==> src/verilog/fpu_ss_defs.svh <==
`ifndef FPU_SS_DEFS_SVH
`define FPU_SS_DEFS_SVH

// Datapath and register file geometry
`define FPU_SS_XLEN     32
`define FPU_SS_NUM_FPR  32
`define FPU_SS_RADDR_W  5

// Width of the offload id
`define FPU_SS_ID_W     4

// Rounding mode field
`define FPU_SS_FRM_W    3

// Major opcodes
`define FPU_SS_OPCODE_OP_FP   7'b1010011
`define FPU_SS_OPCODE_SYSTEM  7'b1110011

`endif

==> src/verilog/fpu_ss_instr_pkg.sv <==
`default_nettype none

`include "fpu_ss_defs.svh"

package fpu_ss_instr_pkg;

  // Operations handled by the subsystem
  typedef enum logic [2:0] {
    OP_NONE   = 3'd0,
    OP_SGNJ   = 3'd1,
    OP_SGNJN  = 3'd2,
    OP_SGNJX  = 3'd3,
    OP_MV_X_W = 3'd4,
    OP_MV_W_X = 3'd5,
    OP_CSRRW  = 3'd6
  } fpu_op_e;

  // funct7 of the OP-FP major opcode
  localparam logic [6:0] FUNCT7_SGNJ   = 7'b0010000;
  localparam logic [6:0] FUNCT7_MV_X_W = 7'b1110000;
  localparam logic [6:0] FUNCT7_MV_W_X = 7'b1111000;

  // funct3 of the SYSTEM major opcode
  localparam logic [2:0] FUNCT3_CSRRW  = 3'b001;

endpackage

`default_nettype wire

==> src/verilog/fpu_ss_csr_pkg.sv <==
`default_nettype none

`include "fpu_ss_defs.svh"

package fpu_ss_csr_pkg;

  // Only frm is implemented
  typedef enum logic [11:0] {
    CSR_FRM = 12'h002
  } csr_addr_e;

  typedef enum logic [`FPU_SS_FRM_W-1:0] {
    RNE = 3'b000,
    RTZ = 3'b001,
    RDN = 3'b010,
    RUP = 3'b011,
    RMM = 3'b100,
    DYN = 3'b111
  } roundmode_e;

endpackage

`default_nettype wire

==> src/verilog/fpu_ss_decoder.sv <==
`default_nettype none

`include "fpu_ss_defs.svh"

module fpu_ss_decoder (
  input  logic [`FPU_SS_XLEN-1:0]    instr_i,
  output fpu_ss_instr_pkg::fpu_op_e  op_o,
  output logic [`FPU_SS_RADDR_W-1:0] rs1_o,
  output logic [`FPU_SS_RADDR_W-1:0] rs2_o,
  output logic [`FPU_SS_RADDR_W-1:0] rd_o,
  output logic                       rs1_is_fp_o,
  output logic                       rs2_is_fp_o,
  output logic                       accept_o
);

  logic [6:0]  opcode;
  logic [6:0]  funct7;
  logic [2:0]  funct3;
  logic [11:0] csr_addr;

  // Standard R-type fields
  assign opcode   = instr_i[6:0];
  assign funct3   = instr_i[14:12];
  assign funct7   = instr_i[31:25];
  assign csr_addr = instr_i[31:20];
  assign rs1_o    = instr_i[19:15];
  assign rs2_o    = instr_i[24:20];
  assign rd_o     = instr_i[11:7];

  always_comb begin
    op_o        = fpu_ss_instr_pkg::OP_NONE;
    accept_o    = 1'b0;
    rs1_is_fp_o = 1'b0;
    rs2_is_fp_o = 1'b0;
    case (opcode)
      `FPU_SS_OPCODE_OP_FP: begin
        if (funct7 == fpu_ss_instr_pkg::FUNCT7_SGNJ && funct3 <= 3'b010) begin
          // funct3 picks J, JN or JX
          case (funct3)
            3'b000:  op_o = fpu_ss_instr_pkg::OP_SGNJ;
            3'b001:  op_o = fpu_ss_instr_pkg::OP_SGNJN;
            default: op_o = fpu_ss_instr_pkg::OP_SGNJX;
          endcase
          accept_o    = 1'b1;
          rs1_is_fp_o = 1'b1;
          rs2_is_fp_o = 1'b1;
        end else if (rs2_o == '0 && funct3 == 3'b000) begin
          if (funct7 == fpu_ss_instr_pkg::FUNCT7_MV_X_W) begin
            op_o        = fpu_ss_instr_pkg::OP_MV_X_W;
            accept_o    = 1'b1;
            rs1_is_fp_o = 1'b1;
          end else if (funct7 == fpu_ss_instr_pkg::FUNCT7_MV_W_X) begin
            op_o     = fpu_ss_instr_pkg::OP_MV_W_X;
            accept_o = 1'b1;
          end
        end
      end
      `FPU_SS_OPCODE_SYSTEM: begin
        // Only CSRRW on frm
        if (funct3 == fpu_ss_instr_pkg::FUNCT3_CSRRW &&
            csr_addr == fpu_ss_csr_pkg::CSR_FRM) begin
          op_o     = fpu_ss_instr_pkg::OP_CSRRW;
          accept_o = 1'b1;
        end
      end
      default: ;
    endcase
  end

endmodule

`default_nettype wire

==> src/verilog/fpu_ss_regfile.sv <==
`default_nettype none

`include "fpu_ss_defs.svh"

module fpu_ss_regfile (
  input  logic                       clk_i,
  input  logic                       arst_n_i,
  input  logic [`FPU_SS_RADDR_W-1:0] raddr_a_i,
  input  logic [`FPU_SS_RADDR_W-1:0] raddr_b_i,
  output logic [`FPU_SS_XLEN-1:0]    rdata_a_o,
  output logic [`FPU_SS_XLEN-1:0]    rdata_b_o,
  input  logic                       we_i,
  input  logic [`FPU_SS_RADDR_W-1:0] waddr_i,
  input  logic [`FPU_SS_XLEN-1:0]    wdata_i
);

  logic [`FPU_SS_XLEN-1:0] regs_q [`FPU_SS_NUM_FPR];

  always_ff @(posedge clk_i or negedge arst_n_i) begin
    if (!arst_n_i) begin
      for (int i = 0; i < `FPU_SS_NUM_FPR; i++) begin
        regs_q[i] <= '0;
      end
    end else if (we_i) begin
      regs_q[waddr_i] <= wdata_i;
    end
  end

  // Reads are combinational, write lands at the edge
  assign rdata_a_o = regs_q[raddr_a_i];
  assign rdata_b_o = regs_q[raddr_b_i];

  a_waddr_known: assert property (@(posedge clk_i) disable iff (!arst_n_i)
    we_i |-> !$isunknown(waddr_i));

endmodule

`default_nettype wire

==> src/verilog/fpu_ss_csr.sv <==
`default_nettype none

`include "fpu_ss_defs.svh"

module fpu_ss_csr (
  input  logic                     clk_i,
  input  logic                     arst_n_i,
  input  logic                     csr_we_i,
  input  logic [`FPU_SS_FRM_W-1:0] wdata_i,
  output logic [`FPU_SS_FRM_W-1:0] frm_o
);

  fpu_ss_csr_pkg::roundmode_e frm_q;

  // --------------------
  // frm register
  // --------------------
  // CSRRW swaps in the low bits of rs1; the old value is
  // read combinationally and captured downstream on the same edge
  always_ff @(posedge clk_i or negedge arst_n_i) begin
    if (!arst_n_i) begin
      frm_q <= fpu_ss_csr_pkg::RNE;
    end else if (csr_we_i) begin
      frm_q <= fpu_ss_csr_pkg::roundmode_e'(wdata_i);
    end
  end

  assign frm_o = frm_q;

endmodule

`default_nettype wire

==> src/verilog/fpu_ss_controller.sv <==
`default_nettype none

`include "fpu_ss_defs.svh"

module fpu_ss_controller (
  input  logic                       clk_i,
  input  logic                       arst_n_i,
  input  logic                       issue_valid_i,
  input  logic                       accept_i,
  input  fpu_ss_instr_pkg::fpu_op_e  op_i,
  input  logic [`FPU_SS_RADDR_W-1:0] rs1_i,
  input  logic [`FPU_SS_RADDR_W-1:0] rs2_i,
  input  logic                       rs1_is_fp_i,
  input  logic                       rs2_is_fp_i,
  input  logic                       stage_valid_i,
  input  logic                       stage_fp_dest_i,
  input  logic [`FPU_SS_RADDR_W-1:0] stage_rd_i,
  input  logic                       result_ready_i,
  output logic                       issue_ready_o,
  output logic                       load_o,
  output logic                       csr_we_o
);

  logic [1:0] cnt_q;
  logic       drain;
  logic       hazard;
  logic       fire;

  assign drain = stage_valid_i & result_ready_i;

  // RAW on a pending FP destination, held until the entry has left
  assign hazard = stage_valid_i & stage_fp_dest_i &
                  ((rs1_is_fp_i & (rs1_i == stage_rd_i)) |
                   (rs2_is_fp_i & (rs2_i == stage_rd_i)));

  assign issue_ready_o = ((cnt_q == 2'd0) | drain) & ~hazard;
  assign fire          = issue_valid_i & issue_ready_o;
  assign load_o        = fire & accept_i;
  assign csr_we_o      = load_o & (op_i == fpu_ss_instr_pkg::OP_CSRRW);

  // Outstanding instructions
  always_ff @(posedge clk_i or negedge arst_n_i) begin
    if (!arst_n_i) begin
      cnt_q <= 2'd0;
    end else begin
      cnt_q <= cnt_q + {1'b0, load_o} - {1'b0, drain};
    end
  end

  a_cnt_max: assert property (@(posedge clk_i) disable iff (!arst_n_i)
    cnt_q <= 2'd1);

  a_cnt_matches_stage: assert property (@(posedge clk_i) disable iff (!arst_n_i)
    cnt_q == {1'b0, stage_valid_i});

endmodule

`default_nettype wire

==> src/verilog/fpu_ss_result_stage.sv <==
`default_nettype none

`include "fpu_ss_defs.svh"

module fpu_ss_result_stage (
  input  logic                       clk_i,
  input  logic                       arst_n_i,
  input  logic                       load_i,
  input  fpu_ss_instr_pkg::fpu_op_e  op_i,
  input  logic [`FPU_SS_RADDR_W-1:0] rd_i,
  input  logic [`FPU_SS_ID_W-1:0]    id_i,
  input  logic [`FPU_SS_XLEN-1:0]    fa_i,
  input  logic [`FPU_SS_XLEN-1:0]    fb_i,
  input  logic [`FPU_SS_XLEN-1:0]    int_i,
  input  logic [`FPU_SS_FRM_W-1:0]   frm_i,
  input  logic                       result_ready_i,
  output logic                       result_valid_o,
  output logic                       result_we_o,
  output logic                       fp_dest_o,
  output logic [`FPU_SS_XLEN-1:0]    result_data_o,
  output logic [`FPU_SS_RADDR_W-1:0] result_rd_o,
  output logic [`FPU_SS_ID_W-1:0]    result_id_o,
  output logic                       fpr_we_o
);

  logic [`FPU_SS_XLEN-1:0] res;
  logic                    fp_dest_d;
  logic                    we_d;

  // --------------------
  // Execute
  // --------------------
  always_comb begin
    res       = '0;
    fp_dest_d = 1'b0;
    we_d      = 1'b0;
    case (op_i)
      fpu_ss_instr_pkg::OP_SGNJ: begin
        res       = {fb_i[31], fa_i[30:0]};
        fp_dest_d = 1'b1;
      end
      fpu_ss_instr_pkg::OP_SGNJN: begin
        res       = {~fb_i[31], fa_i[30:0]};
        fp_dest_d = 1'b1;
      end
      fpu_ss_instr_pkg::OP_SGNJX: begin
        res       = {fa_i[31] ^ fb_i[31], fa_i[30:0]};
        fp_dest_d = 1'b1;
      end
      fpu_ss_instr_pkg::OP_MV_W_X: begin
        res       = int_i;
        fp_dest_d = 1'b1;
      end
      fpu_ss_instr_pkg::OP_MV_X_W: begin
        res  = fa_i;
        we_d = 1'b1;
      end
      fpu_ss_instr_pkg::OP_CSRRW: begin
        // Old frm, zero-extended
        res  = {{(`FPU_SS_XLEN - `FPU_SS_FRM_W){1'b0}}, frm_i};
        we_d = 1'b1;
      end
      default: ;
    endcase
  end

  // --------------------
  // Output register
  // --------------------
  always_ff @(posedge clk_i or negedge arst_n_i) begin
    if (!arst_n_i) begin
      result_valid_o <= 1'b0;
      result_we_o    <= 1'b0;
      fp_dest_o      <= 1'b0;
    end else if (load_i) begin
      result_valid_o <= 1'b1;
      result_we_o    <= we_d;
      fp_dest_o      <= fp_dest_d;
    end else if (result_ready_i) begin
      result_valid_o <= 1'b0;
    end
  end

  always_ff @(posedge clk_i) begin
    if (load_i) begin
      result_data_o <= res;
      result_rd_o   <= rd_i;
      result_id_o   <= id_i;
    end
  end

  // FP writeback happens at the result handshake
  assign fpr_we_o = result_valid_o & result_ready_i & fp_dest_o;

  a_hold_stable: assert property (@(posedge clk_i) disable iff (!arst_n_i)
    result_valid_o && !result_ready_i |=> result_valid_o &&
      $stable(result_data_o) && $stable(result_rd_o) &&
      $stable(result_id_o) && $stable(result_we_o));

endmodule

`default_nettype wire

==> src/verilog/fpu_ss.sv <==
`default_nettype none

`include "fpu_ss_defs.svh"

module fpu_ss (
  input  logic                       clk_i,
  input  logic                       arst_n_i,

  // Issue channel
  input  logic                       issue_valid_i,
  input  logic [`FPU_SS_XLEN-1:0]    issue_instr_i,
  input  logic [`FPU_SS_XLEN-1:0]    issue_rs1_i,
  input  logic [`FPU_SS_ID_W-1:0]    issue_id_i,
  output logic                       issue_ready_o,
  output logic                       issue_accept_o,

  // Result channel
  input  logic                       result_ready_i,
  output logic                       result_valid_o,
  output logic [`FPU_SS_XLEN-1:0]    result_data_o,
  output logic [`FPU_SS_RADDR_W-1:0] result_rd_o,
  output logic [`FPU_SS_ID_W-1:0]    result_id_o,
  output logic                       result_we_o
);

  fpu_ss_instr_pkg::fpu_op_e  op;
  logic [`FPU_SS_RADDR_W-1:0] rs1;
  logic [`FPU_SS_RADDR_W-1:0] rs2;
  logic [`FPU_SS_RADDR_W-1:0] rd;
  logic                       rs1_is_fp;
  logic                       rs2_is_fp;
  logic [`FPU_SS_XLEN-1:0]    fpr_a;
  logic [`FPU_SS_XLEN-1:0]    fpr_b;
  logic [`FPU_SS_FRM_W-1:0]   frm;
  logic                       stage_fp_dest;
  logic                       load;
  logic                       csr_we;
  logic                       fpr_we;

  // --------------------
  // Decode and operands
  // --------------------
  fpu_ss_decoder fpu_ss_decoder_i (
    .instr_i     (issue_instr_i),
    .op_o        (op),
    .rs1_o       (rs1),
    .rs2_o       (rs2),
    .rd_o        (rd),
    .rs1_is_fp_o (rs1_is_fp),
    .rs2_is_fp_o (rs2_is_fp),
    .accept_o    (issue_accept_o)
  );

  // FP registers are written back from the result register
  fpu_ss_regfile fpu_ss_regfile_i (
    .clk_i     (clk_i),
    .arst_n_i  (arst_n_i),
    .raddr_a_i (rs1),
    .raddr_b_i (rs2),
    .rdata_a_o (fpr_a),
    .rdata_b_o (fpr_b),
    .we_i      (fpr_we),
    .waddr_i   (result_rd_o),
    .wdata_i   (result_data_o)
  );

  fpu_ss_csr fpu_ss_csr_i (
    .clk_i     (clk_i),
    .arst_n_i  (arst_n_i),
    .csr_we_i  (csr_we),
    .wdata_i   (issue_rs1_i[`FPU_SS_FRM_W-1:0]),
    .frm_o     (frm)
  );

  // --------------------
  // Control and result
  // --------------------
  fpu_ss_controller fpu_ss_controller_i (
    .clk_i           (clk_i),
    .arst_n_i        (arst_n_i),
    .issue_valid_i   (issue_valid_i),
    .accept_i        (issue_accept_o),
    .op_i            (op),
    .rs1_i           (rs1),
    .rs2_i           (rs2),
    .rs1_is_fp_i     (rs1_is_fp),
    .rs2_is_fp_i     (rs2_is_fp),
    .stage_valid_i   (result_valid_o),
    .stage_fp_dest_i (stage_fp_dest),
    .stage_rd_i      (result_rd_o),
    .result_ready_i  (result_ready_i),
    .issue_ready_o   (issue_ready_o),
    .load_o          (load),
    .csr_we_o        (csr_we)
  );

  fpu_ss_result_stage fpu_ss_result_stage_i (
    .clk_i          (clk_i),
    .arst_n_i       (arst_n_i),
    .load_i         (load),
    .op_i           (op),
    .rd_i           (rd),
    .id_i           (issue_id_i),
    .fa_i           (fpr_a),
    .fb_i           (fpr_b),
    .int_i          (issue_rs1_i),
    .frm_i          (frm),
    .result_ready_i (result_ready_i),
    .result_valid_o (result_valid_o),
    .result_we_o    (result_we_o),
    .fp_dest_o      (stage_fp_dest),
    .result_data_o  (result_data_o),
    .result_rd_o    (result_rd_o),
    .result_id_o    (result_id_o),
    .fpr_we_o       (fpr_we)
  );

endmodule

`default_nettype wire

==> config.mk <==
export PLATFORM = sky130hd
export DESIGN_NAME = fpu_ss
export DESIGN_NICKNAME = d
export VERILOG_FILES = /design/src/verilog/fpu_ss_instr_pkg.sv /design/src/verilog/fpu_ss_csr_pkg.sv /design/src/verilog/fpu_ss_decoder.sv /design/src/verilog/fpu_ss_regfile.sv /design/src/verilog/fpu_ss_csr.sv /design/src/verilog/fpu_ss_controller.sv /design/src/verilog/fpu_ss_result_stage.sv /design/src/verilog/fpu_ss.sv
export VERILOG_INCLUDE_DIRS = /design/src /design/src/verilog
export SDC_FILE = /design/constraint.sdc
export NUM_CORES = 2
export LEC_CHECK = 0
export ABC_CLOCK_PERIOD_IN_PS = 5000
export BUFFER_PORTS_ARGS = -buffer_cell sky130_fd_sc_hd__buf_2
export CORE_MARGIN = 2
export CORE_UTILIZATION = 40
export DETAILED_ROUTE_END_ITERATION = 16
export MAX_ROUTING_LAYER = met4
export PLACE_DENSITY = 0.54
export SLEW_MARGIN = 20
export SYNTH_ARGS = -nofsm -noshare
export SYNTH_HDL_FRONTEND = slang
export SYNTH_SLANG_ARGS = --single-unit
==> constraint.sdc <==
create_clock -name clk_i -period 5 [get_ports clk_i]
set_input_delay 1 -clock clk_i [delete_from_list [all_inputs] [get_ports clk_i]]
set_output_delay 1 -clock clk_i [all_outputs]
set_load 0.02 [all_outputs]
==> run metrics <==
Placeable Area 121400 um2; footprint of the multi-input gates 20660 um2; Tot GR Track Use 0.2231; post-route clock skew 21.12 ps; Routed WL 132900 um; post-synthesis adder-cell area fraction 0.0005135; Vias 27060; H-tree depth 3; Final Cycle Share 0.8160; Vert. Die Dim 353.1 um; DP Worst Slack 969.2 ps; GR peak layer met2; pwr dens 325.5 nW/um2; Die W 353.1 um; outcome complete, no violations; cts hold-fix bufs 0; RSZ-0062 raised after global routing no; Num CTS Buffers 121; r2r endpoint fpu_ss_regfile_i.regs_q[436]; Filler cells 10550; row cnt 128; total gr overflow 0; Slowest-stage cell, CP a2111oi_0; Num Clock Sinks 1073; startpoint types primary input; MaxCap Viol Count 0; setup violators final 0; xor/xnor share of the synthesized area 0.002157; post_cts resized 0; mux contribution to synthesized area 0.3968; # port buffers 116; R2R depth 5; Total Die Area 124600 um2; IO Count 117; most frequent cells in the layout dfrtp_1, mux2_2, mux4_2; Sum Neg Setup Slack 0 ps; EDFF count, synth 41; Top FF cell, synth dfrtp_1; Most Frequent Cell on Critical Path buf_2; vias per cell 5.684; CTS tree yes; CP arrival 3080 ps; Post-CTS Setup Bufs 0; Netlist cell types 55; Syn Inst Count 2969; vias in the first global route 29730; RR Startpoint fpu_ss_result_stage_i.result_rd_o[0]; Diodes inserted 0; nets@finish 3109; fmax 245.1 MHz; main combinational cell family by area after synthesis multiplexers; met1 capacity usage during global routing 0.3034; WP data required 4000 ps; Min Clock Period, post-route 4080 ps; area leader, netlist dfrtp_1; syn_area_per_cell 16.41 um2; global-route wire length before repair 201600 um; Ys Warns 0; clock buffer depth 3; Routed WL per cell 27.92 um; Worst VDD drop 0.2705 mV; Clock transition at path regs 60 ps; routability cong. 0.7779; Mapped Nets 3043; GR Util met3 0.03008; fin worst setup slack 920.0 ps; Area contributors post-synth dfrtp_1, mux2_2, mux4_2, edfxtp_1, clkbuf_1; Hold WC Path Type primary input to async pin; Worst-Margin Slew 1144 ps; Pre-Repair DR Iteration Count 5; FF/Latch Area 27060 um2; crit path to issue_ready_o; CTS root buf clkbuf_16; Fin. Hold Viols 0; Async SR Flop Fraction 0.9618; clock latency on the worst-skew pair 710 ps; DRT iter0 DRCs 1820; Worst setup EP type primary output; Synth Register Bits 1073; Pleak 26.64 nW; Final ANT Viol Nets 0; Residual DRC 0; post-synth top area share 0.5299; crit path kind primary input to primary output; most common cell after layout, fill and taps aside dfrtp_1; Slew headroom 0.2371; HPWL after DPL 78950 um; Seq/Total Area, Yosys 0.5552; critical path launch point issue_instr_i[20]; R2R Setup Slk 1790 ps; Simple-Gate Fraction of Synth Area 0.01412; Util after Layout 0.4586; global-route met2 utilization 0.3576; area grow syn2layout 14.23%; Starting Density 0.4015; initial antenna violation count 1; share of layout cells above drive strength 1 0.5770; Critical Path Fanout Max 9; sequence of cells on the critical path buf_2, nor4_2, nand4b_1, a2111oi_0, a31oi_1, o21a_1, buf_2; area fraction in compound gates after synthesis 0.006880; mapped cell area 48740 um2; largest net degree at the start of global routing 113; fin. max-slew vios 0; critical path's largest stage delay 570 ps
-- power breakdown --
part | leakage (nW) | internal [mW] | switching [mW] | total (mW)
clock network | 1.98 | 5.23 | 3.60 | 8.83
registers | 14.7 | 8.73 | 0.0000548 | 8.73
logic | 9.94 | 0.175 | 0.386 | 0.560
-- synth_stat cells (all sizes together) (6+ instances only) --
cell and n:
buf 120, clkbuf 167, dfrtp 1032, edfxtp 41, inv 8, mux2 1032, mux2i 38, mux4 325
nand2 56, nand3 6, nor2 26, nor3 7, o21ai 32, xnor2 7
-- worst min path at each step --
stage	startpoint	end	slack, ps	cells past startpoint
finish	arst_n_i	fpu_ss_regfile_i.regs_q[95]	430	1
global route	issue_id_i[1]	fpu_ss_result_stage_i.result_id_o[1]	450	1
CTS	arst_n_i	fpu_ss_result_stage_i.result_we_o	410	1
detailed placement	fpu_ss_regfile_i.regs_q[854]	fpu_ss_regfile_i.regs_q[854]	490	1
global placement	fpu_ss_regfile_i.regs_q[13]	fpu_ss_regfile_i.regs_q[13]	470	1
floorplan	fpu_ss_regfile_i.regs_q[71]	fpu_ss_regfile_i.regs_q[71]	460	1
-- critical path: cells and delay by family --
family | cells | cell delay, ps
AO/OA/AOI/OAI | 3 | 910
AND/OR/NAND/NOR | 2 | 830
buffers and inverters | 2 | 340
-- cell families (layout without fill, tap and decap cells) --
logic type,after synthesis,after routing
mux,1395,1395
flops,1073,1073
buf+inv,295,461
simple gates,136,136
compound gates,56,56
xor+xnor,12,12
fa+ha+maj,2,2
-- metrics by stage --
stage                     hold slack [ps]  total power, mW  std cells  area (um2)
after floorplan                     458.9            9.128       2969       48740
after global placement              468.4            9.454       4528       51520
after detailed placement            488.0            9.465       4528       51520
after CTS                           413.7            18.38       4751       55520
after global routing                446.1            18.79       4760       55670
final                               432.4            18.12       4760       55670
-- flip-flops by register name (all words and copies together) (netlist names) --
| register | count |
|---|---|
| fpu_ss_result_stage_i.fp_dest_o | 1 |
| fpu_ss_result_stage_i.result_valid_o | 1 |
| fpu_ss_regfile_i.regs_q | 1024 |
| fpu_ss_csr_i.frm_o | 3 |
| fpu_ss_result_stage_i.result_data_o | 32 |
| fpu_ss_result_stage_i.result_we_o | 1 |
| fpu_ss_result_stage_i.result_rd_o | 5 |
| fpu_ss_result_stage_i.result_id_o | 4 |
| fpu_ss_controller_i.cnt_q | 2 |
-- cell type report --
type                       count  share of cell area
clock buffer                 191             0.06619
clock inverter                32            0.005641
inverter                       8           0.0005394
multi-input combinational   1601              0.3711
sequential                  1073              0.4860
tap                         1625             0.03652
timing repair buffer         230             0.03405
-- layer usage --
| layer | vias up | part of all wire |
|---|---|---|
| met4 | 0 | 0.019 |
| li1 | 11290 | - |
| met3 | 185 | 0.037 |
| met1 | 15060 | 0.45 |
| met2 | 518 | 0.49 |
| met5 | - | 0 |
Power figures use the tool's default switching activity.
